`config.mk`:
```
export PLATFORM = sky130hd
export DESIGN_NAME = rv32i_decode_stage
export DESIGN_NICKNAME = d
export VERILOG_FILES = /design/src/rtl/rv32i_dec_pkg.sv /design/src/rtl/rv32i_decode_stage.sv /design/src/rtl/mem_access_unit.sv /design/src/rtl/decode_reg.sv /design/src/rtl/ctrl_dec.sv /design/src/rtl/alu_ctrl_dec.sv /design/src/rtl/imm_gen.sv
export VERILOG_INCLUDE_DIRS = /design/src /design/src/rtl
export SDC_FILE = /design/constraint.sdc
export NUM_CORES = 1
export LEC_CHECK = 0
export ABC_AREA = 1
export ABC_CLOCK_PERIOD_IN_PS = 3400
export BUFFER_PORTS_ARGS = -buffer_cell sky130_fd_sc_hd__buf_2
export CORE_UTILIZATION = 39
export CTS_BUF_LIST = sky130_fd_sc_hd__clkbuf_16
export CTS_CLUSTER_SIZE = 14
export DETAILED_ROUTE_END_ITERATION = 16
export SYNTH_ARGS = -nofsm -noshare
export SYNTH_HDL_FRONTEND = slang
export SYNTH_SLANG_ARGS = --single-unit
export TNS_END_PERCENT = 1
```
`constraint.sdc`:
```
create_clock -name clk -period 3.4 [get_ports clk]
set_clock_uncertainty 0.15 [all_clocks]
set_input_delay 0.51 -clock clk [delete_from_list [all_inputs] [get_ports clk]]
set_output_delay 0.51 -clock clk [all_outputs]
set_load 0.05 [all_outputs]
```
`src/rtl/rv32i_dec_macros.svh`:
```
// ~~~~~~~~~~~~~~~~~~~~~~~~~~~~~~~~~~~~~~~~~~~~~~~~~~~~~~~~~~~~~~~~~~~~~~~~~~
// RV32I decode constants
// Opcode[6:2] major codes, funct codes, widths and memory access sizes
// ~~~~~~~~~~~~~~~~~~~~~~~~~~~~~~~~~~~~~~~~~~~~~~~~~~~~~~~~~~~~~~~~~~~~~~~~~~
`ifndef RV32I_DEC_MACROS_SVH
`define RV32I_DEC_MACROS_SVH

`define XLEN 32

// Major opcodes, bits [1:0] are always 2'b11
`define OP_LOAD     5'b00000
`define OP_MISC_MEM 5'b00011
`define OP_IMM      5'b00100
`define OP_AUIPC    5'b00101
`define OP_STORE    5'b01000
`define OP_OP       5'b01100
`define OP_LUI      5'b01101
`define OP_BRANCH   5'b11000
`define OP_JALR     5'b11001
`define OP_JAL      5'b11011
`define OP_SYSTEM   5'b11100

// Privileged return
`define FUNCT7_MRET 7'b0011000

// Load/store size, same as funct3[1:0]
`define MEM_SIZE_BYTE 2'b00
`define MEM_SIZE_HALF 2'b01
`define MEM_SIZE_WORD 2'b10

`endif
```
`src/rtl/rv32i_dec_pkg.sv`:
```
// ~~~~~~~~~~~~~~~~~~~~~~~~~~~~~~~~~~~~~~~~~~~~~~~~~~~~~~~~~~~~~~~~~~~~~~~~~~
// RV32I decode stage types
// Vector typedefs, ALU code enums and the packed bundles passed between
// the decoders, the decode register and the memory access unit
// ~~~~~~~~~~~~~~~~~~~~~~~~~~~~~~~~~~~~~~~~~~~~~~~~~~~~~~~~~~~~~~~~~~~~~~~~~~
`include "rv32i_dec_macros.svh"

package rv32i_dec_pkg;

   typedef logic [31:0]          inst_t;
   typedef logic [`XLEN-1:0]     word_t;
   typedef logic [4:0]           reg_addr_t;
   typedef logic [`XLEN/8-1:0]   byte_en_t;
   typedef logic [1:0]           addr_lo_t;

   typedef enum logic [3:0] {
      ALU_ADD  = 4'd0,
      ALU_SUB  = 4'd1,
      ALU_SLL  = 4'd2,
      ALU_SLT  = 4'd3,
      ALU_XOR  = 4'd4,
      ALU_SRL  = 4'd5,
      ALU_SRA  = 4'd6,
      ALU_OR   = 4'd7,
      ALU_AND  = 4'd8,
      ALU_UNKN = 4'd15
   } alu_op_e;

   typedef enum logic {
      SEL1_RS1 = 1'b0,
      SEL1_PC  = 1'b1
   } alu_sel1_e;

   typedef enum logic [1:0] {
      SEL2_RS2  = 2'b00,
      SEL2_IMM  = 2'b01,
      SEL2_UNKN = 2'b11
   } alu_sel2_e;

   // Load/store descriptor, resolved against the address one stage later
   typedef struct packed {
      logic       is_load;
      logic       is_store;
      logic [1:0] size;
      logic       is_signed;
   } mem_op_t;

   typedef struct packed {
      alu_op_e   op;
      alu_sel1_e sel1;
      alu_sel2_e sel2;
      logic      is_signed;
   } alu_ctrl_t;

   // One fully decoded instruction
   typedef struct packed {
      word_t     imm;
      alu_ctrl_t alu;
      mem_op_t   mem;
      logic      regwrite;
      logic      jump;
      logic      link;
      logic      jr;
      logic      br;
      logic      pc_update;
      logic      pc_mepc;
      logic      csr_read;
      logic      csr_write;
      logic      csr_set;
      logic      csr_clear;
      logic      csr_imm;
      logic      exc_illegal;
      logic      exc_unsupported;
      logic      exc_ecall;
      logic      exc_ebreak;
      reg_addr_t rs1;
      reg_addr_t rs2;
      reg_addr_t rd;
      logic [2:0] funct3;
   } dec_ctrl_t;

endpackage

```
`src/rtl/rv32i_decode_stage.sv`:
```
// ~~~~~~~~~~~~~~~~~~~~~~~~~~~~~~~~~~~~~~~~~~~~~~~~~~~~~~~~~~~~~~~~~~~~~~~~~~
// RV32I decode stage
// Parallel combinational decode, one register stage, then address
// dependent memory controls
// ~~~~~~~~~~~~~~~~~~~~~~~~~~~~~~~~~~~~~~~~~~~~~~~~~~~~~~~~~~~~~~~~~~~~~~~~~~
`timescale 1ns/1ps

module rv32i_decode_stage import rv32i_dec_pkg::*; (
   input  logic      clk,
   input  logic      rst_n,
   input  logic      fd_bubble,
   input  inst_t     inst,
   input  addr_lo_t  addr_lo,
   output dec_ctrl_t dec_q,
   output byte_en_t  dm_be,
   output logic      dm_we,
   output logic      regwrite,
   output logic      exc_load_misaligned,
   output logic      exc_store_misaligned
);

   word_t     imm;
   alu_ctrl_t alu;
   dec_ctrl_t dec_d;

   imm_gen u_imm_gen (
      .inst (inst),
      .imm  (imm)
   );

   alu_ctrl_dec u_alu_ctrl_dec (
      .inst (inst),
      .alu  (alu)
   );

   ctrl_dec u_ctrl_dec (
      .inst      (inst),
      .fd_bubble (fd_bubble),
      .imm       (imm),
      .alu       (alu),
      .dec       (dec_d)
   );

   decode_reg u_decode_reg (
      .clk   (clk),
      .rst_n (rst_n),
      .dec_d (dec_d),
      .dec_q (dec_q)
   );

   // Address arrives with the registered instruction
   mem_access_unit u_mem_access_unit (
      .mem                  (dec_q.mem),
      .regwrite_dec         (dec_q.regwrite),
      .addr_lo              (addr_lo),
      .dm_be                (dm_be),
      .dm_we                (dm_we),
      .exc_load_misaligned  (exc_load_misaligned),
      .exc_store_misaligned (exc_store_misaligned),
      .regwrite             (regwrite)
   );

endmodule

```
`src/rtl/mem_access_unit.sv`:
```
// ~~~~~~~~~~~~~~~~~~~~~~~~~~~~~~~~~~~~~~~~~~~~~~~~~~~~~~~~~~~~~~~~~~~~~~~~~~
// Memory access unit
// Turns the registered load/store descriptor and the low address bits
// into byte enables, write enable and misalignment exceptions
// ~~~~~~~~~~~~~~~~~~~~~~~~~~~~~~~~~~~~~~~~~~~~~~~~~~~~~~~~~~~~~~~~~~~~~~~~~~
`timescale 1ns/1ps
`include "rv32i_dec_macros.svh"

module mem_access_unit import rv32i_dec_pkg::*; (
   input  mem_op_t  mem,
   input  logic     regwrite_dec,
   input  addr_lo_t addr_lo,
   output byte_en_t dm_be,
   output logic     dm_we,
   output logic     exc_load_misaligned,
   output logic     exc_store_misaligned,
   output logic     regwrite
);

   logic access;
   logic misaligned;

   assign access = mem.is_load | mem.is_store;

   always_comb begin
      dm_be      = '0;
      misaligned = 1'b0;
      if (access) begin
         case (mem.size)
            // One lane picked by the address
            `MEM_SIZE_BYTE: dm_be = 4'b0001 << addr_lo;
            `MEM_SIZE_HALF: begin
               misaligned = addr_lo[0];
               dm_be      = addr_lo[0] ? 4'b0000 : (addr_lo[1] ? 4'b1100 : 4'b0011);
            end
            `MEM_SIZE_WORD: begin
               misaligned = |addr_lo;
               dm_be      = 4'b1111;
            end
            default: dm_be = 4'b0000;
         endcase
      end
   end

   assign dm_we                = mem.is_store;
   assign exc_load_misaligned  = mem.is_load & misaligned;
   assign exc_store_misaligned = mem.is_store & misaligned;
   // Faulting load must not write back
   assign regwrite             = regwrite_dec & ~exc_load_misaligned;

   // Descriptor from the decoder is never both load and store
   always_comb begin
      assert final (!(exc_load_misaligned && exc_store_misaligned))
         else $error("mem_access_unit: load and store misaligned together");
   end

endmodule

```
`src/rtl/decode_reg.sv`:
```
// ~~~~~~~~~~~~~~~~~~~~~~~~~~~~~~~~~~~~~~~~~~~~~~~~~~~~~~~~~~~~~~~~~~~~~~~~~~
// Decode pipeline register
// Holds one decoded instruction bundle for the execute stage
// ~~~~~~~~~~~~~~~~~~~~~~~~~~~~~~~~~~~~~~~~~~~~~~~~~~~~~~~~~~~~~~~~~~~~~~~~~~
`timescale 1ns/1ps

module decode_reg import rv32i_dec_pkg::*; (
   input  logic      clk,
   input  logic      rst_n,
   input  dec_ctrl_t dec_d,
   output dec_ctrl_t dec_q
);

   // Whole bundle clears so no strobe fires out of reset
   always_ff @(posedge clk or negedge rst_n) begin
      if (!rst_n) begin
         dec_q <= '0;
      end else begin
         dec_q <= dec_d;
      end
   end

   // CSR write kinds exclude each other
   a_csr_kind: assert property (
      @(posedge clk) disable iff (!rst_n)
      $onehot0({dec_q.csr_write, dec_q.csr_set, dec_q.csr_clear}))
      else $error("decode_reg: more than one CSR write strobe");

   // Direct and register jumps never coincide
   a_jump_kind: assert property (
      @(posedge clk) disable iff (!rst_n)
      !(dec_q.jump && dec_q.jr))
      else $error("decode_reg: jump and jr both set");

endmodule

```
`src/rtl/ctrl_dec.sv`:
```
// ~~~~~~~~~~~~~~~~~~~~~~~~~~~~~~~~~~~~~~~~~~~~~~~~~~~~~~~~~~~~~~~~~~~~~~~~~~
// Main control decoder
// Decodes control flow, CSR strobes, the load/store descriptor and the
// decode-time exceptions, and merges everything into one bundle
// ~~~~~~~~~~~~~~~~~~~~~~~~~~~~~~~~~~~~~~~~~~~~~~~~~~~~~~~~~~~~~~~~~~~~~~~~~~
`timescale 1ns/1ps
`include "rv32i_dec_macros.svh"

module ctrl_dec import rv32i_dec_pkg::*; (
   input  inst_t     inst,
   input  logic      fd_bubble,
   input  word_t     imm,
   input  alu_ctrl_t alu,
   output dec_ctrl_t dec
);

   logic [4:0] opcode;
   logic [2:0] funct3;
   logic [6:0] funct7;

   assign opcode = inst[6:2];
   assign funct3 = inst[14:12];
   assign funct7 = inst[31:25];

   always_comb begin
      dec        = '0;
      dec.imm    = imm;
      dec.rs1    = (opcode == `OP_LUI) ? 5'd0 : inst[19:15];
      dec.rs2    = inst[24:20];
      dec.rd     = inst[11:7];
      dec.funct3 = funct3;
      // A bubble gets the idle ALU setting
      dec.alu    = fd_bubble ? '{op: ALU_UNKN, sel1: SEL1_RS1, sel2: SEL2_UNKN, is_signed: 1'b1}
                             : alu;
      if (!fd_bubble) begin
         case (opcode)
            `OP_IMM, `OP_OP, `OP_LUI, `OP_AUIPC: dec.regwrite = 1'b1;
            `OP_JAL: begin
               dec.jump     = 1'b1;
               dec.link     = 1'b1;
               dec.regwrite = 1'b1;
            end
            `OP_JALR: begin
               dec.jr       = 1'b1;
               dec.link     = 1'b1;
               dec.regwrite = 1'b1;
            end
            `OP_BRANCH: begin
               // Comparator picks the condition from funct3
               dec.br          = 1'b1;
               dec.exc_illegal = (funct3[2:1] == 2'b01);
            end
            `OP_LOAD: begin
               dec.regwrite = 1'b1;
               if (funct3 == 3'b011 || funct3 == 3'b110 || funct3 == 3'b111) begin
                  dec.exc_illegal = 1'b1;
               end else begin
                  dec.mem.is_load   = 1'b1;
                  dec.mem.size      = funct3[1:0];
                  dec.mem.is_signed = ~funct3[2];
               end
            end
            `OP_STORE: begin
               if (funct3[2] || funct3[1:0] == 2'b11) begin
                  dec.exc_illegal = 1'b1;
               end else begin
                  dec.mem.is_store = 1'b1;
                  dec.mem.size     = funct3[1:0];
               end
            end
            `OP_MISC_MEM: begin
               // FENCE is a no-op for an in-order core
               dec.regwrite = 1'b0;
            end
            `OP_SYSTEM: begin
               case (funct3)
                  3'b000: begin
                     if (funct7 == 7'b0) begin
                        // imm[0] separates EBREAK from ECALL
                        dec.exc_ecall  = ~imm[0];
                        dec.exc_ebreak = imm[0];
                     end else if (funct7 == `FUNCT7_MRET) begin
                        dec.pc_update = 1'b1;
                        dec.pc_mepc   = 1'b1;
                     end else begin
                        dec.exc_illegal = 1'b1;
                     end
                  end
                  3'b100: dec.exc_illegal = 1'b1;
                  default: begin
                     // CSRRW/S/C and their immediate forms
                     dec.regwrite  = 1'b1;
                     dec.csr_read  = 1'b1;
                     dec.csr_imm   = funct3[2];
                     dec.csr_write = (funct3[1:0] == 2'b01);
                     dec.csr_set   = (funct3[1:0] == 2'b10);
                     dec.csr_clear = (funct3[1:0] == 2'b11);
                  end
               endcase
            end
            default: dec.exc_unsupported = 1'b1;
         endcase
         if (dec.exc_illegal || dec.exc_unsupported) begin
            dec.regwrite = 1'b0;
         end
      end
   end

endmodule

```
`src/rtl/alu_ctrl_dec.sv`:
```
// ~~~~~~~~~~~~~~~~~~~~~~~~~~~~~~~~~~~~~~~~~~~~~~~~~~~~~~~~~~~~~~~~~~~~~~~~~~
// ALU control decoder
// Selects the ALU operation, both operand sources and signedness
// ~~~~~~~~~~~~~~~~~~~~~~~~~~~~~~~~~~~~~~~~~~~~~~~~~~~~~~~~~~~~~~~~~~~~~~~~~~
`timescale 1ns/1ps
`include "rv32i_dec_macros.svh"

module alu_ctrl_dec import rv32i_dec_pkg::*; (
   input  inst_t     inst,
   output alu_ctrl_t alu
);

   logic [4:0] opcode;
   logic [2:0] funct3;
   logic       is_op;

   assign opcode = inst[6:2];
   assign funct3 = inst[14:12];
   assign is_op  = (opcode == `OP_OP);

   always_comb begin
      alu = '{op: ALU_UNKN, sel1: SEL1_RS1, sel2: SEL2_UNKN, is_signed: 1'b1};
      case (opcode)
         `OP_IMM, `OP_OP: begin
            alu.sel2 = is_op ? SEL2_RS2 : SEL2_IMM;
            case (funct3)
               // No SUBI, bit 30 belongs to the immediate there
               3'b000: alu.op = (is_op && inst[30]) ? ALU_SUB : ALU_ADD;
               3'b001: alu.op = ALU_SLL;
               3'b010: alu.op = ALU_SLT;
               3'b011: begin
                  alu.op        = ALU_SLT;
                  alu.is_signed = 1'b0;
               end
               3'b100: alu.op = ALU_XOR;
               3'b101: alu.op = inst[30] ? ALU_SRA : ALU_SRL;
               3'b110: alu.op = ALU_OR;
               default: alu.op = ALU_AND;
            endcase
         end
         `OP_LUI: begin
            // rs1 is forced to x0 so the sum is the immediate
            alu.op   = ALU_ADD;
            alu.sel2 = SEL2_IMM;
         end
         `OP_AUIPC: begin
            alu.op   = ALU_ADD;
            alu.sel1 = SEL1_PC;
            alu.sel2 = SEL2_IMM;
         end
         `OP_JAL, `OP_JALR: begin
            // Link address sum, operands are arranged by execute
            alu.op   = ALU_ADD;
            alu.sel2 = SEL2_RS2;
         end
         default: begin
            alu.op = ALU_UNKN;
         end
      endcase
   end

endmodule

```
`src/rtl/imm_gen.sv`:
```
// ~~~~~~~~~~~~~~~~~~~~~~~~~~~~~~~~~~~~~~~~~~~~~~~~~~~~~~~~~~~~~~~~~~~~~~~~~~
// Immediate generator
// Classifies the opcode into I/U/R/J/B/S format and builds the
// sign-extended immediate of the instruction
// ~~~~~~~~~~~~~~~~~~~~~~~~~~~~~~~~~~~~~~~~~~~~~~~~~~~~~~~~~~~~~~~~~~~~~~~~~~
`timescale 1ns/1ps
`include "rv32i_dec_macros.svh"

module imm_gen import rv32i_dec_pkg::*; (
   input  inst_t inst,
   output word_t imm
);

   logic [4:0] opcode;
   // One-hot format, bit order I U R J B S
   logic [5:0] fmt;
   logic       shamt_op;

   assign opcode   = inst[6:2];
   // SLLI, SRLI and SRAI carry a shift amount instead
   assign shamt_op = (opcode == `OP_IMM) && (inst[13:12] == 2'b01);

   always_comb begin
      case (opcode)
         `OP_IMM, `OP_JALR, `OP_LOAD, `OP_MISC_MEM, `OP_SYSTEM: fmt = 6'b100000;
         `OP_LUI, `OP_AUIPC:                                  fmt = 6'b010000;
         `OP_OP:                                              fmt = 6'b001000;
         `OP_JAL:                                             fmt = 6'b000100;
         `OP_BRANCH:                                          fmt = 6'b000010;
         `OP_STORE:                                           fmt = 6'b000001;
         default:                                             fmt = 6'b000000;
      endcase
   end

   always_comb begin
      case (fmt)
         6'b100000: imm = shamt_op ? {27'b0, inst[24:20]} : {{21{inst[31]}}, inst[30:20]};
         6'b010000: imm = {inst[31:12], 12'b0};
         6'b000100: imm = {{12{inst[31]}}, inst[19:12], inst[20], inst[30:21], 1'b0};
         6'b000010: imm = {{20{inst[31]}}, inst[7], inst[30:25], inst[11:8], 1'b0};
         6'b000001: imm = {{21{inst[31]}}, inst[30:25], inst[11:8], inst[7]};
         // R-type and unknown opcodes carry no immediate
         default:   imm = '0;
      endcase
   end

endmodule

```
After elaboration in Yosys (flattened, before gate mapping)

Memory sizes are Yosys's and may differ from the RTL's.
Cells that the tools add are included.

Equal/unequal tests: 29
Shifts and indexed selects: 1
Muxes and demuxes: 51
Bitwise operators: 7
Reductions and logical operators: 19

Operator list:

| cell                                                | number |
|---|---|
| one-hot mux 32 bit (5 select lines)                 | 1 |
| 2-to-1 mux 32 bit                                   | 1 |
| one-hot mux 4 bit (6 select lines)                  | 1 |
| 2-to-1 mux 1 bit                                    | 23 |
| 2-to-1 mux 21 bit                                   | 1 |
| equality test 5 bit, second input constant          | 4 |
| equality test 5 x 4 -> 1 bit, second input constant | 3 |
| 2-to-1 mux 2 bit                                    | 7 |
| equality test 3 bit, second input constant          | 4 |
| 2-to-1 mux 4 bit                                    | 3 |
| one-hot mux 4 bit (3 select lines)                  | 1 |
| OR reduction 2 bit                                  | 6 |
| OR reduction 11 bit                                 | 1 |
| equality test 5 x 3 -> 1 bit, second input constant | 2 |
| 2-to-1 mux 5 bit                                    | 2 |
| 2-to-1 mux 8 bit                                    | 1 |
| one-hot mux 4 bit (2 select lines)                  | 1 |
| equality test 7 x 5 -> 1 bit, second input constant | 1 |
| logical NOT 7 bit                                   | 1 |
| 2-to-1 mux 7 bit                                    | 1 |
| OR reduction 7 bit                                  | 1 |
| equality test 2 x 1 -> 1 bit, second input constant | 3 |
| equality test 2 bit, second input constant          | 3 |
| equality test 3 x 2 -> 1 bit, second input constant | 2 |
| 22 further kinds                                    | 33 |

Register bits: 79
ROM bits: 192
Input bits: 37
Output and inout port bits: 87
Memories kept: 1

Memory list:

| name            | words | width | rd ports | clocked after Yosys merged registers in | wr ports | RTL line      | RTL |
|---|---|---|---|---|---|---|---|
| (no name shown) | 32    | 6     | 1        | 0                                       | 0        | imm_gen.sv:24 | `case (opcode)` |

Depth between registers and ports, before layout

Depth after elaboration: 9
Mapped depth: 11
Depth with buffers taken out: 10

Hierarchy

A second synthesis with hierarchy kept.

Cells, all modules: 491
Area, all modules: 4201.5 sq um

By module, submodules not included:

| module          | instances | cells an instance | area each (sq um) | seq. area each (sq um) |
|---|---|---|---|---|
| decode_reg      | 1         | 79                | 1976.9            | 1976.9 |
| imm_gen         | 1         | 176               | 944.7             | 0.0 |
| ctrl_dec        | 1         | 156               | 883.3             | 0.0 |
| mem_access_unit | 1         | 41                | 222.7             | 0.0 |
| alu_ctrl_dec    | 1         | 39                | 173.9             | 0.0 |

Worst setup path before layout

OpenSTA, ideal clock, no wires.

Path type: register to output
Start point: register u_decode_reg.dec_q[36] (netlist name)
End point: output port exc_load_misaligned
Arrival: 1.945 ns
Setup slack: 0.795 ns
Stages on the path, launching flop included: 5
Buffers on the path: 0
Cells stage by stage: dfrtp_1 -> inv_1 -> ha_1 -> o2111ai_1 -> nor2_1

Word-level cells in the longest chain between the ends: 4
Elaborated cells on any way between the ends: 5

Ends and longest elaborated chain:

| element                                                                    | RTL line                 | RTL |
|---|---|---|
| equality test 2 bit / equality test 2 x 1 -> 1 bit (equally long branches) | mem_access_unit.sv:29    | `case (mem.size)` |
| one-hot mux 1 bit (2 select lines) (*)                                     | mem_access_unit.sv:29    |  |
| 2-to-1 mux 1 bit (*)                                                       | mem_access_unit.sv:28    | `if (access) begin` |
| bitwise AND 1 bit (*)                                                      | mem_access_unit.sv:46    | `assign exc_load_misaligned = mem.is_load & misaligned;` |
| end: declaration                                                           | rv32i_decode_stage.sv:18 | `output logic exc_load_misaligned,` |

Mark *: on every way between the ends. The rest lies on a longest branch, timed or not.

Final worst setup path

Start point: register u_decode_reg.dec_q[36] (netlist name)
End point: output port regwrite

Word-level cells in the longest chain between the ends: 6
Elaborated cells on any way between the ends: 7

Ends and longest elaborated chain:

| element                                                                    | RTL line                 | RTL |
|---|---|---|
| equality test 2 bit / equality test 2 x 1 -> 1 bit (equally long branches) | mem_access_unit.sv:29    |  |
| one-hot mux 1 bit (2 select lines) (*)                                     | mem_access_unit.sv:29    |  |
| 2-to-1 mux 1 bit (*)                                                       | mem_access_unit.sv:28    |  |
| bitwise AND 1 bit (*)                                                      | mem_access_unit.sv:46    |  |
| inverter 1 bit (*)                                                         | mem_access_unit.sv:49    | `assign regwrite = regwrite_dec & ~exc_load_misaligned;` |
| bitwise AND 1 bit (*)                                                      | mem_access_unit.sv:49    |  |
| end: declaration                                                           | rv32i_decode_stage.sv:17 | `output logic regwrite,` |

Marked as above.

==> results.toml <==
[power_and_ir_drop]
p_int_w = 0.001708
ir_drop_mv = 0.2064
switchingPower_w = 0.0007137
power_density_nw_per_um2 = 508.2
p_total_w = 0.002421
seqPwrFrac = 0.409
power_frac_comb = 0.178
p_leak_nw = 2.736
p_sw_frac = 0.2948
clock_power_share = 0.413

[layout]
reg_top3 = "u_decode_reg.dec_q (78)"
largest_register_ffs = 78
fin_nets = 565
top_register = "u_decode_reg.dec_q"
layout_commonest_cell = "buf_2"
fill_cells = 893
layout_common_cells = "120 x buf_2, 101 x nand2_1, 78 x dfrtp_1"
drive_above_1_share = 0.3593
final_util = 0.5084
synthToLayoutAreaGrowth_pct = 24.16
antenna_cells = 0

[floorplanning]
io-pin-count = 124
die_w_um = 101.2
core_um2 = 9371
die_h_um = 101.2
rows = 35
start_util = 0.4095
die_area_um2 = 10240

[yosys]
ys_types = 33
syn_area_per_cell_um2 = 9.405
postSynthCellCount = 408
netlist_area_um2 = 3837
yosysSeqAreaShare = 0.5086
synth_area_leader_cell = "dfrtp_1"
yosysWarnings = 0
ys_ff_latch = 78
synth_area_leaders = "dfrtp_1 51%, nand2_1 9.9%, nand3_2 6.8%, inv_1 5.1%, nand4_1 3.7%"
syn_nets = 452
synth_top_area_frac = 0.5086

[sta]
setup_viol_count_final = 0
tightest_slew_ps = 936.9
holdWs_ps = 156.2
max_freq_mhz = 408.6
final_hold_viol_count = 0
setup_tns_ps = 0
period_minus_slack_ps = 2448
slew_viol_final = 0
maxSlewHeadroom = 0.3754
rsz0062_at_grt = "no"
setup_slack_ps = 952.5
finalCritPeriodShare = 0.7199

[critical_path]
crit_start = "u_decode_reg.dec_q[36]$_DFF_PN0_"
crit_required_ps = 2740
start_kind = "flop"
path_delay_family = "flip-flops"
end_kind = "output pin"
critical_path_class = "reg -> out"
crit_chain = "inv_1, ha_1, nand2_1, nand2_1, o2111ai_1, o21ai_0, inv_1, buf_2"
path_buf_inv = 3
crit_fanout = 5
slowest_delay_ps = 420
cpMaxStageDelayCell = "dfrtp_1"
cp.arrival_ps = 1790

[clocking]
clkTransAtPathRegs_ps = 60
numCtsBuffers = 9
cts-root-buf = "clkbuf_16"
postCtsSetupBuffers = 0
cts_tree = "yes"
clock_sinks = 78
hold_buffers = 0
cts-resized-gates = 0
cts_buffer_depth = 2
h-tree-depth = 3

[global_routing]
grt.total_usage = 0.1821
overflow = 0
grt_pass1_wl_mm = 14.46
antenna_found_initial = 0
grt_max_degree = 79
grt_pass1_vias = 2986

[placement]
dp_slack_ps = 734.7
dp_hpwl_mm = 6.684
globalplace.congestion = 0.8353
port-buffer-count = 121

[routing]
vias = 3082
drt-pass1-iter-count = 4
drt-initial-drc-count = 181
viasPerCell = 4.705
drt_wl_total_mm = 8.944
ant_nets = 0
routedWlPerCell_um = 13.65
drc = 0

[outcome]
status = "completed"

[run]
cap_violations = 0

[worst_hold_path]
min_from = "inst[9]"
hold_path_class = "in -> reg"
-- stage by stage --
step / area, um^2 / std cells
floorplan: 3837 / 408
global route: 4765 / 655
finish: 4765 / 655
detailed placement: 4451 / 639
global placement: 4451 / 639
CTS: 4765 / 655
-- synth_stat cells, drive strengths merged --
cell type	number
nand2	108
dfrtp	78
inv	57
nand3	44
nor2	44
nand4	25
buf	16
ha	7
a21oi	6
nor3	6
nor4	4
clkbuf	3
o21ai	3
a211oi	2
o2111ai	1
o211ai	1
o22ai	1
o31ai	1
o41ai	1
-- power groups by stage --
stage	Combinational, W	Sequential (W)	Clock [W]
final	0.000431	0.000990	0.00100
after global routing	0.000463	0.000994	0.00107
after CTS	0.000435	0.000991	0.00102
after detailed placement	0.000434	0.00101	0
after global placement	0.000430	0.00101	0
after floorplan	0.000135	0.00119	0
-- final timing paths --
path	depth (start not counted)	slack, ps	end
min	1	160	u_decode_reg.dec_q[5]$_DFF_PN0_
max	8	950	regwrite
min in group asynchronous	1	170	u_decode_reg.dec_q[16]$_DFF_PN0_
max in group asynchronous	1	2310	u_decode_reg.dec_q[53]$_DFF_PN0_
-- per-layer routing --
metal	vias up	GRT usage	wire length (um)
li1	1529	-	-
met1	1462	0.2636	4207
met2	86	0.2789	4264
met3	5	0.03589	395
met4	0	0.05017	76
met5	-	0	0
-- final cells by class --
type	instances	area, um^2	area share
Timing Repair Buffer	121	608.1	0.1276
Tap cell	129	161.4	0.03388
Clock inverter	7	88.84	0.01864
Inverter	57	219.0	0.04596
Multi-Input combinational cell	254	1510	0.3170
Clock buffer	9	225.2	0.04727
Sequential cell	78	1952	0.4097
-- cells by family (layout without fill, tap and decap cells) --
group | count (synthesis) | in the layout | share of synthesized area
adder cells (fa/ha/maj) | 7 | 7 | 0.02282
AO/OA/AOI/OAI | 16 | 16 | 0.02674
buffers and inverters | 76 | 194 | 0.09782
flip-flops | 78 | 78 | 0.5086
AND/OR/NAND/NOR | 231 | 231 | 0.3440
(Power assumes the default switching activity.)
